$ cat config.mk
export PLATFORM = sky130hd
export DESIGN_NAME = pad_router_top
export DESIGN_NICKNAME = d
export VERILOG_FILES = /design/src/verilog/pad_pkg.sv /design/src/verilog/cfg_pkg.sv /design/src/verilog/pad_config.sv /design/src/verilog/llapi_port.sv /design/src/verilog/slot_allocator.sv /design/src/verilog/pad_router_top.sv
export SDC_FILE = /design/constraint.sdc
export NUM_CORES = 1
export LEC_CHECK = 0
export BUFFER_PORTS_ARGS = -buffer_cell sky130_fd_sc_hd__buf_4
export CAP_MARGIN = 5
export CELL_PAD_IN_SITES_DETAIL_PLACEMENT = 0
export CELL_PAD_IN_SITES_GLOBAL_PLACEMENT = 1
export CORE_ASPECT_RATIO = 0.5
export CORE_MARGIN = 5
export CORE_UTILIZATION = 35
export DETAILED_ROUTE_END_ITERATION = 10
export PLACE_DENSITY_LB_ADDON = 0.1
export REMOVE_ABC_BUFFERS = 1
export SETUP_SLACK_MARGIN = 0.1
export SKIP_CTS_REPAIR_TIMING = 1
export SLEW_MARGIN = 20
export SYNTH_ARGS = -nofsm -noshare
export SYNTH_HDL_FRONTEND = slang
export SYNTH_HIERARCHICAL = 1
export SYNTH_SLANG_ARGS = --single-unit
$ cat constraint.sdc
create_clock -name clk_sys -period 2.7 [get_ports clk_sys]
set_input_delay 0.405 -clock clk_sys [delete_from_list [all_inputs] [get_ports clk_sys]]
set_output_delay 0.405 -clock clk_sys [all_outputs]
set_load 0.02 [all_outputs]
$ cat src/verilog/pad_pkg.sv
//======================================
// Controller definitions
// Joystick word layout, LLAPI raw button
// positions and LLAPI type codes
//======================================

package pad_pkg;

	// Player word, MSB first:
	// start select R L Y X B A up down left right
	localparam int JOY_W     = 12;
	localparam int LL_BTN_W  = 32;
	localparam int LL_TYPE_W = 8;

	// Player slots, also the number of USB inputs
	localparam int NUM_SLOTS = 5;

	typedef logic [JOY_W-1:0]     joy_t;
	typedef logic [LL_BTN_W-1:0]  ll_btn_t;
	typedef logic [LL_TYPE_W-1:0] ll_type_t;

	// Type codes meaning no controller attached
	localparam ll_type_t LL_TYPE_NONE    = 8'd0;
	localparam ll_type_t LL_TYPE_INVALID = 8'd255;

	// Saturn family, has no select button
	localparam ll_type_t LL_TYPE_SATURN     = 8'd3;
	localparam ll_type_t LL_TYPE_SATURN_ALT = 8'd8;

	// Raw LLAPI button positions (HID id minus one)
	localparam int LL_B_A0    = 0;
	localparam int LL_B_A1    = 1;
	localparam int LL_B_Y     = 2;
	localparam int LL_B_X     = 3;
	localparam int LL_B_SEL   = 4;
	localparam int LL_B_START = 5;
	localparam int LL_B_L     = 6;
	localparam int LL_B_R     = 7;
	localparam int LL_B_L2    = 8;
	localparam int LL_B_R2    = 9;
	localparam int LL_B_RIGHT = 24;
	localparam int LL_B_LEFT  = 25;
	localparam int LL_B_DOWN  = 26;
	localparam int LL_B_UP    = 27;

endpackage

$ cat src/verilog/cfg_pkg.sv
//======================================
// Router configuration map
// Register addresses and field positions
//======================================

package cfg_pkg;

	localparam int CFG_ADDR_W = 4;
	localparam int CFG_DATA_W = 8;

	//======================================
	// Register addresses
	//======================================

	// LLAPI pads take player slots when set
	localparam logic [CFG_ADDR_W-1:0] ADDR_LLAPI_EN = 4'd0;

	// Exchange players one and two
	localparam logic [CFG_ADDR_W-1:0] ADDR_SWAP = 4'd1;

	// Flag registers use one data bit
	localparam int BIT_FLAG = 0;

endpackage

$ cat src/verilog/pad_config.sv
//======================================
// Router configuration registers
// Strobed writes set the LLAPI enable
// and the player one/two swap
//======================================

module pad_config (
	input  logic                          clk_sys,
	input  logic                          reset,
	input  logic                          cfg_wr,
	input  logic [cfg_pkg::CFG_ADDR_W-1:0] cfg_addr,
	input  logic [cfg_pkg::CFG_DATA_W-1:0] cfg_data,
	output logic                          llapi_enable,
	output logic                          joy_swap
);

	logic llapi_enable_q;
	logic joy_swap_q;
	logic wr_flag;

	// Only the flag bit of the data is stored
	assign wr_flag = cfg_data[cfg_pkg::BIT_FLAG];

	always_ff @(posedge clk_sys) begin
		if (reset) begin
			llapi_enable_q <= 1'b0;
			joy_swap_q     <= 1'b0;
		end else if (cfg_wr) begin
			case (cfg_addr)
				cfg_pkg::ADDR_LLAPI_EN: begin
					llapi_enable_q <= wr_flag;
				end
				cfg_pkg::ADDR_SWAP: begin
					joy_swap_q <= wr_flag;
				end
				default: begin
					// Unmapped address, write dropped
				end
			endcase
		end
	end

	assign llapi_enable = llapi_enable_q;
	assign joy_swap     = joy_swap_q;

endmodule

$ cat src/verilog/llapi_port.sv
//======================================
// LLAPI pad port
// Presence, type based button remap and
// menu combo detection for one pad
//======================================

module llapi_port (
	input  logic              clk_sys,
	input  logic              reset,
	input  pad_pkg::ll_btn_t  buttons,
	input  pad_pkg::ll_type_t pad_type,
	input  logic              link,
	output pad_pkg::joy_t     pad_joy,
	output logic              present,
	output logic              menu_combo
);

	logic          type_valid;
	logic          is_saturn;
	logic          pressed;
	logic          pressed_next;
	logic          combo;
	pad_pkg::joy_t mapped;
	pad_pkg::joy_t pad_joy_q;
	logic          present_q;
	logic          combo_q;

	// Types 0 and 255 report no real controller
	assign type_valid = (pad_type != pad_pkg::LL_TYPE_NONE) &&
		(pad_type != pad_pkg::LL_TYPE_INVALID);

	assign is_saturn = (pad_type == pad_pkg::LL_TYPE_SATURN) ||
		(pad_type == pad_pkg::LL_TYPE_SATURN_ALT);

	//======================================
	// Button remap
	//======================================

	always_comb begin
		mapped = {
			buttons[pad_pkg::LL_B_START], buttons[pad_pkg::LL_B_SEL],
			buttons[pad_pkg::LL_B_R],     buttons[pad_pkg::LL_B_L],
			buttons[pad_pkg::LL_B_Y],     buttons[pad_pkg::LL_B_X],
			buttons[pad_pkg::LL_B_A0],    buttons[pad_pkg::LL_B_A1],
			buttons[pad_pkg::LL_B_UP],    buttons[pad_pkg::LL_B_DOWN],
			buttons[pad_pkg::LL_B_LEFT],  buttons[pad_pkg::LL_B_RIGHT]
		};
		// Saturn: L acts as select, shoulders move to R2/L2
		if (is_saturn) begin
			mapped[10] = buttons[pad_pkg::LL_B_L];
			mapped[9]  = buttons[pad_pkg::LL_B_R2] | buttons[pad_pkg::LL_B_R];
			mapped[8]  = buttons[pad_pkg::LL_B_L2];
		end
	end

	// Down + start + first button, link state not considered
	assign combo = buttons[pad_pkg::LL_B_DOWN] & buttons[pad_pkg::LL_B_START] &
		buttons[pad_pkg::LL_B_A0];

	//======================================
	// Presence
	//======================================

	// Sticky until reset; a press this cycle counts already
	assign pressed_next = pressed | (link & (|buttons));

	always_ff @(posedge clk_sys) begin
		if (reset) begin
			pressed   <= 1'b0;
			present_q <= 1'b0;
			combo_q   <= 1'b0;
		end else begin
			pressed   <= pressed_next;
			present_q <= link & (type_valid | pressed_next);
			combo_q   <= combo;
		end
	end

	always_ff @(posedge clk_sys) begin
		pad_joy_q <= mapped;
	end

	assign pad_joy    = pad_joy_q;
	assign present    = present_q;
	assign menu_combo = combo_q;

endmodule

$ cat src/verilog/slot_allocator.sv
//======================================
// Player slot allocator
// LLAPI pads take the first slots, USB
// words fill the rest; optional swap
//======================================

module slot_allocator (
	input  logic          clk_sys,
	input  logic          reset,
	input  logic          llapi_enable,
	input  logic          joy_swap,
	input  pad_pkg::joy_t joy_a,
	input  logic          present_a,
	input  logic          combo_a,
	input  pad_pkg::joy_t joy_b,
	input  logic          present_b,
	input  logic          combo_b,
	input  pad_pkg::joy_t usb_joy0,
	input  pad_pkg::joy_t usb_joy1,
	input  pad_pkg::joy_t usb_joy2,
	input  pad_pkg::joy_t usb_joy3,
	input  pad_pkg::joy_t usb_joy4,
	output pad_pkg::joy_t joy0,
	output pad_pkg::joy_t joy1,
	output pad_pkg::joy_t joy2,
	output pad_pkg::joy_t joy3,
	output pad_pkg::joy_t joy4,
	output logic          osd_req
);

	logic          use_a;
	logic          use_b;
	logic          osd_q;
	pad_pkg::joy_t usb    [pad_pkg::NUM_SLOTS];
	pad_pkg::joy_t slot   [pad_pkg::NUM_SLOTS];
	pad_pkg::joy_t slot_q [pad_pkg::NUM_SLOTS];

	assign usb   = '{usb_joy0, usb_joy1, usb_joy2, usb_joy3, usb_joy4};
	assign use_a = present_a & llapi_enable;
	assign use_b = present_b & llapi_enable;

	// USB words shift down behind the used pads
	always_comb begin
		if (use_a && use_b) begin
			slot = '{joy_a, joy_b, usb[0], usb[1], usb[2]};
		end else if (use_a || use_b) begin
			slot[0] = use_a ? joy_a : usb[0];
			slot[1] = use_b ? joy_b : usb[0];
			slot[2] = usb[1];
			slot[3] = usb[2];
			slot[4] = usb[3];
		end else begin
			slot = usb;
		end
	end

	always_ff @(posedge clk_sys) begin
		if (reset) begin
			for (int i = 0; i < pad_pkg::NUM_SLOTS; i++) begin
				slot_q[i] <= '0;
			end
			osd_q <= 1'b0;
		end else begin
			// Swap applies after allocation
			slot_q[0] <= joy_swap ? slot[1] : slot[0];
			slot_q[1] <= joy_swap ? slot[0] : slot[1];
			for (int i = 2; i < pad_pkg::NUM_SLOTS; i++) begin
				slot_q[i] <= slot[i];
			end
			osd_q <= combo_a | combo_b;
		end
	end

	assign joy0    = slot_q[0];
	assign joy1    = slot_q[1];
	assign joy2    = slot_q[2];
	assign joy3    = slot_q[3];
	assign joy4    = slot_q[4];
	assign osd_req = osd_q;

endmodule

$ cat src/verilog/pad_router_top.sv
//======================================
// Controller input router top
// Two LLAPI pads and five USB words to
// five player joystick words
//======================================

module pad_router_top (
	input  logic                           clk_sys,
	input  logic                           reset,
	input  logic                           cfg_wr,
	input  logic [cfg_pkg::CFG_ADDR_W-1:0] cfg_addr,
	input  logic [cfg_pkg::CFG_DATA_W-1:0] cfg_data,
	input  pad_pkg::ll_btn_t               llapi_buttons_a,
	input  pad_pkg::ll_type_t              llapi_type_a,
	input  logic                           llapi_link_a,
	input  pad_pkg::ll_btn_t               llapi_buttons_b,
	input  pad_pkg::ll_type_t              llapi_type_b,
	input  logic                           llapi_link_b,
	input  pad_pkg::joy_t                  usb_joy0,
	input  pad_pkg::joy_t                  usb_joy1,
	input  pad_pkg::joy_t                  usb_joy2,
	input  pad_pkg::joy_t                  usb_joy3,
	input  pad_pkg::joy_t                  usb_joy4,
	output pad_pkg::joy_t                  joy0,
	output pad_pkg::joy_t                  joy1,
	output pad_pkg::joy_t                  joy2,
	output pad_pkg::joy_t                  joy3,
	output pad_pkg::joy_t                  joy4,
	output logic                           osd_req
);

	logic          llapi_enable;
	logic          joy_swap;
	pad_pkg::joy_t pad_joy_a;
	pad_pkg::joy_t pad_joy_b;
	logic          present_a;
	logic          present_b;
	logic          combo_a;
	logic          combo_b;

	pad_config u_pad_config (
		.clk_sys      (clk_sys),
		.reset        (reset),
		.cfg_wr       (cfg_wr),
		.cfg_addr     (cfg_addr),
		.cfg_data     (cfg_data),
		.llapi_enable (llapi_enable),
		.joy_swap     (joy_swap)
	);

	//======================================
	// LLAPI ports, one per pad
	//======================================

	llapi_port u_port_a (
		.clk_sys    (clk_sys),
		.reset      (reset),
		.buttons    (llapi_buttons_a),
		.pad_type   (llapi_type_a),
		.link       (llapi_link_a),
		.pad_joy    (pad_joy_a),
		.present    (present_a),
		.menu_combo (combo_a)
	);

	llapi_port u_port_b (
		.clk_sys    (clk_sys),
		.reset      (reset),
		.buttons    (llapi_buttons_b),
		.pad_type   (llapi_type_b),
		.link       (llapi_link_b),
		.pad_joy    (pad_joy_b),
		.present    (present_b),
		.menu_combo (combo_b)
	);

	slot_allocator u_slot_allocator (
		.clk_sys      (clk_sys),
		.reset        (reset),
		.llapi_enable (llapi_enable),
		.joy_swap     (joy_swap),
		.joy_a        (pad_joy_a),
		.present_a    (present_a),
		.combo_a      (combo_a),
		.joy_b        (pad_joy_b),
		.present_b    (present_b),
		.combo_b      (combo_b),
		.usb_joy0     (usb_joy0),
		.usb_joy1     (usb_joy1),
		.usb_joy2     (usb_joy2),
		.usb_joy3     (usb_joy3),
		.usb_joy4     (usb_joy4),
		.joy0         (joy0),
		.joy1         (joy1),
		.joy2         (joy2),
		.joy3         (joy3),
		.joy4         (joy4),
		.osd_req      (osd_req)
	);

endmodule

* Word-level counts from Yosys, hierarchy flattened
Memory sizes are Yosys's and may differ from the RTL's.
Cells that the tools add are included.
** Word-level totals
- Input port bits :: 157
- Logic and storage cells :: 70
- Memory bits (writable) :: 60
- Bits in registers :: 33
- Memories :: 1
- Latch bits :: 0
- Output and inout bits :: 61
- ROM bits :: 0
** Memory list
- u_slot_allocator.slot_q :: depth 5, bits a word 12, rd ports 5, clocked after memory_dff 0, write ports 5, line slot_allocator.sv:36 : pad_pkg::joy_t slot_q [pad_pkg::NUM_SLOTS];
** Operators by class
- Bitwise gates (word level) :: 22
- Shifts and indexed selects :: 0
- Reduce and logical (&&, ||, !) cells :: 13
- Magnitude comparators :: 0
- $add $sub $neg :: 0
- Divide/modulo/power cells :: 0
- Multiply operators :: 0
- Equal/unequal tests :: 7
- Multiplexer cells :: 16
** Operator list (number)
- two-way mux 60 bit :: 2
- two-way mux 12 bit :: 9
- OR reduction 32 bit :: 2
- == test 8 x 2 -> 1 bit (second input constant) :: 2
- == test 8 x 4 -> 1 bit (second input constant) :: 2
- inequality test 8 bit (second input constant) :: 2
- nonzero test 8 bit :: 2
- bitwise OR 1 bit :: 12
- AND 1 bit :: 10
- two-way mux 3 bit :: 2
- == test 4 x 1 -> 1 bit (second input constant) :: 1
- logical NOT 4 bit :: 1
- AND reduction 2 bit :: 2
- logical AND 1 bit :: 3
- logical OR 1 bit :: 3
- two-way mux 1 bit :: 3

* Longest topological paths before layout
- Depth in word-level cells :: 6
- Depth in mapped cells :: 6
- Mapped depth without buffers :: 4

* Modules after synthesis
The synthesis kept the hierarchy.
** By module, submodules not included
- slot_allocator :: cells each 334, instances 1, area each 3079.2 um2, sequential area each 1221.2 um2
- llapi_port :: cells each 45, instances 2, area each 498.0 um2, sequential area each 300.3 um2
- pad_config :: cells each 10, instances 1, area each 101.3 um2, sequential area each 40.0 um2

* Least setup slack after synthesis
Ideal clock, no wire load.
- Path kind :: in2reg
- From :: input cfg_addr[1] (netlist name)
- To :: register u_pad_config.joy_swap_q, in the netlist u_pad_config/joy_swap
- Stages on the path :: 3
- Arrival time :: 1.132 ns
- Required time :: 2.582 ns
- Setup time :: 0.118 ns
- Path buffers :: 0
- Path slack :: 1.450 ns
- Path through :: nand2b_1 > or4b_1 > mux2i_1
** On the way
- Cells in the longest elaborated chain, start to end :: 2
** RTL lines
- from (decl) :: line pad_router_top.sv:11 : input logic [cfg_pkg::CFG_ADDR_W-1:0] cfg_addr,
- == test 4 x 1 -> 1 bit :: line pad_config.sv:29 : case (cfg_addr)
- AND reduction 2 bit (no source line)
- to (signal assigned) :: line pad_config.sv:34 : joy_swap_q <= wr_flag;
- to (decl) :: line pad_config.sv:18 : logic joy_swap_q;
Every way passes these cells.
A chain may end at the register's enable or synchronous reset.

==> impl_metrics.csv <==
group,metric,value,unit
outcome,status,"completed",
synthesis,synth_seq_cells,93,
setup_path,cp-start-kind,"register",
cts,cts_buffers,9,
global_routing,grt_max_degree,49,
floorplan,num_rows,28,
timing,rsz0062_at_grt,"false",
timing,finalHoldViolations,0,
timing,slew_violations,0,
layout,layout.area.seq,1860,um^2
synthesis,synth-edff-count,0,
setup_path,worstPathArrival,2.35,ns
setup_path,setup.worst_path.class,"register to register",
timing,skew,0.00592,ns
timing,maxSlewHeadroom,47.8,%
layout,layout_common_cells,"buf_4 (218), dfxtp_1 (93), nand2_1 (75), nor2_1 (45), a311oi_2 (30)",
layout,final_cell_area,6140,um^2
layout,syn2layout_area_growth,46.9,%
detailed_routing,vias,4173,
cts,cts.htree.levels,3,
detailed_routing,viasPerCell,5.22,
cts,cts.sinks,93,
power,p_sw_share,25.8,%
layout,n_antenna_cell,0,
power,power_density,542,nW/um^2
floorplan,dieHeight,87.2,um
detailed_routing,drt_iter0_markers,310,
setup_path,critical_path.max_stage_delay,0.71,ns
timing,fin_setup_tns,0,ns
setup_path,cpLargestDelayFamily,"flip-flops",
setup_path,crit_required,2.91,ns
detailed_routing,drc,0,
global_routing,grt-ovfl-total,0,
detailed_routing,wl,14400,um
power,clkPwrFrac,39.4,%
synthesis,yosys.cell_types.count,34,
power,p_int,2470,uW
cts,ctsLongestPathBuffers,2,
power,peakVddDrop,0.000273,V
synthesis,synthCells,434,
cts,tritoncts,"built",
timing,finalCritPeriodShare,79.2,%
place,gp_congestion,0.763,
synthesis,async_flop_share,0,%
setup_path,path_max_fanout,24,
power,finalPower,3320,uW
hold_path,holdCritPathClass,"input port to register",
layout,drive_gt1_share,43.5,%
layout,multi_input_area,2090,um^2
global_routing,grt.total_usage,19.8,%
timing,tightest_slew,0.781,ns
power,combinationalPowerShare,16.1,%
cts,clk_pin_slew,0.07,ns
synthesis,synth_area,4180,um^2
setup_path,path_cells,"buf_4, nand2_1, o221ai_1, o22ai_1",
run,drv_cap,0,
global_routing,grt_pass1_vias,4044,
power,pwr-share-seq,44.5,%
timing,final.min_clock_period,2.14,ns
layout,final_nets,787,
detailed_routing,drtAntennaViolNets,0,
floorplan,floorplan.initialDensity,35.6,%
cts,clk_latency,0.34,ns
synthesis,avgSynthCellArea,9.62,um^2
synthesis,yosysSeqAreaShare,44.6,%
detailed_routing,wl_per_cell,18.0,um
place,port_buffers,210,
layout,final_common_cell,"buf_4",
cts,cts-root-buf,"clkbuf_16",
layout,fillers,1105,
place,dp_hpwl,11000,um
setup_path,critPathSlowestCell,"dfxtp_1",
timing,setup_viol,0,
global_routing,antenna_found_initial,0,
floorplan,pin_count,218,
synthesis,synth_top_flop_cell,"dfxtp_1",
timing,max_freq,467,MHz
power,p_switching,857,uW
setup_path,critPathBufInv,1,
detailed_routing,dr.pass1.iters,5,
floorplan,dieArea,14400,um^2
global_routing,grt_pass1_wl,21900,um
floorplan,core-area,11700,um^2
floorplan,die_w,164,um
place,place_area,5820,um^2
power,leakagePower,0.00271,uW
setup_path,setup.worst_path.end_class,"register",
synthesis,yosysWarningCount,6,
==> Yosys cell counts, types with 2 or more instances <==
library cell | number | area (um^2)
dfxtp_1 | 93 | 1860
nand2_1 | 75 | 282
nor2_1 | 45 | 169
a311oi_2 | 30 | 450
o22ai_1 | 28 | 175
o221ai_1 | 24 | 210
buf_2 | 17 | 85.1
nor4_1 | 17 | 106
mux2i_1 | 14 | 140
or3_1 | 14 | 87.6
o31ai_1 | 12 | 90.1
buf_6 | 9 | 101
nand4_1 | 8 | 50.1
nand2b_1 | 7 | 43.8
a311oi_1 | 6 | 52.6
clkbuf_1 | 5 | 18.8
mux2_1 | 4 | 45.0
a21o_1 | 2 | 15.0
a21oi_2 | 2 | 17.5
a31oi_1 | 2 | 12.5
and4b_1 | 2 | 20.0
buf_4 | 2 | 15.0
inv_1 | 2 | 7.51
nand2_2 | 2 | 12.5
nand3b_1 | 2 | 15.0
nor3_2 | 2 | 20.0
==> layout make-up <==
class	count	share of cell area (%)
Clock inverter	7	1.43
Tap cell	165	3.36
Sequential cell	93	30.3
Multi-Input combinational cell	305	34.1
Clock buffer	9	3.67
Inverter	2	0.122
Timing Repair Buffer	219	27.0
==> through the flow <==
step	cells	util [%]	hold WS (ns)	worst slack, ns
2_1_floorplan	400	-	0.411	0.0163
3_3_place_gp	784	49.6	0.431	0.637
3_5_place_dp	784	49.6	0.434	0.593
4_1_cts	800	52.3	0.163	0.580
5_1_grt	800	52.3	0.161	0.368
6_report	800	52.3	0.174	0.560
==> flip-flops by register name, indices dropped and copies added, names as in the netlist <==
| name | count |
|---|---|
| u_port_a/pad_joy | 12 |
| u_port_a/present | 1 |
| u_port_b/pad_joy | 12 |
| u_port_b/pressed | 1 |
| u_port_b/menu_combo | 1 |
| u_port_a/pressed | 1 |
| u_slot_allocator/osd_req | 1 |
| u_slot_allocator/slot_q | 60 |
| u_pad_config/llapi_enable | 1 |
| u_port_a/menu_combo | 1 |
| u_port_b/present | 1 |
| u_pad_config/joy_swap | 1 |
==> power groups by stage <==
stage / Clock, uW / Sequential (uW) / Combinational [uW]
after detailed placement: 0 / 1510 / 535
after CTS: 1350 / 1480 / 536
after floorplan: 0 / 1570 / 122
after global routing: 1410 / 1490 / 574
final: 1310 / 1480 / 534
after global placement: 0 / 1510 / 531
==> worst paths after layout <==
kind / startpoint / to / slack [ns] / cells past startpoint
worst max-delay path: u_pad_config/llapi_enable$_SDFFE_PP0P_ / u_slot_allocator/slot_q[0][14]$_SDFF_PP0_ / 0.56 / 4
worst min-delay path: llapi_buttons_a[27] / u_port_a/pad_joy[3]$_DFF_P_ / 0.17 / 1
worst max register to register: u_pad_config/llapi_enable$_SDFFE_PP0P_ / u_slot_allocator/slot_q[0][14]$_SDFF_PP0_ / 0.56 / 4
worst min register to register: u_port_a/menu_combo$_SDFF_PP0_ / u_slot_allocator/osd_req$_SDFF_PP0_ / 0.45 / 2
==> cells by family after synthesis <==
| kind of cell | synth area share (%) |
|---|---|
| simple gates | 20.3 |
| compound gates | 25.1 |
| flops | 44.6 |
| buf+inv | 5.54 |
| mux | 4.43 |
==> metal layers <==
| layer | part of all wire, % | wire (um) | up-vias | global-route usage [%] |
|---|---|---|---|---|
| li1 | - | - | 2035 | - |
| met1 | 47 | 6790 | 1924 | 28.3 |
| met2 | 43 | 6230 | 199 | 29.8 |
| met3 | 8.7 | 1250 | 15 | 5.15 |
| met4 | 1.1 | 158 | 0 | 4.98 |
| met5 | 0 | 0 | - | 0 |
Note: power is estimated with default switching activity, not from simulation.
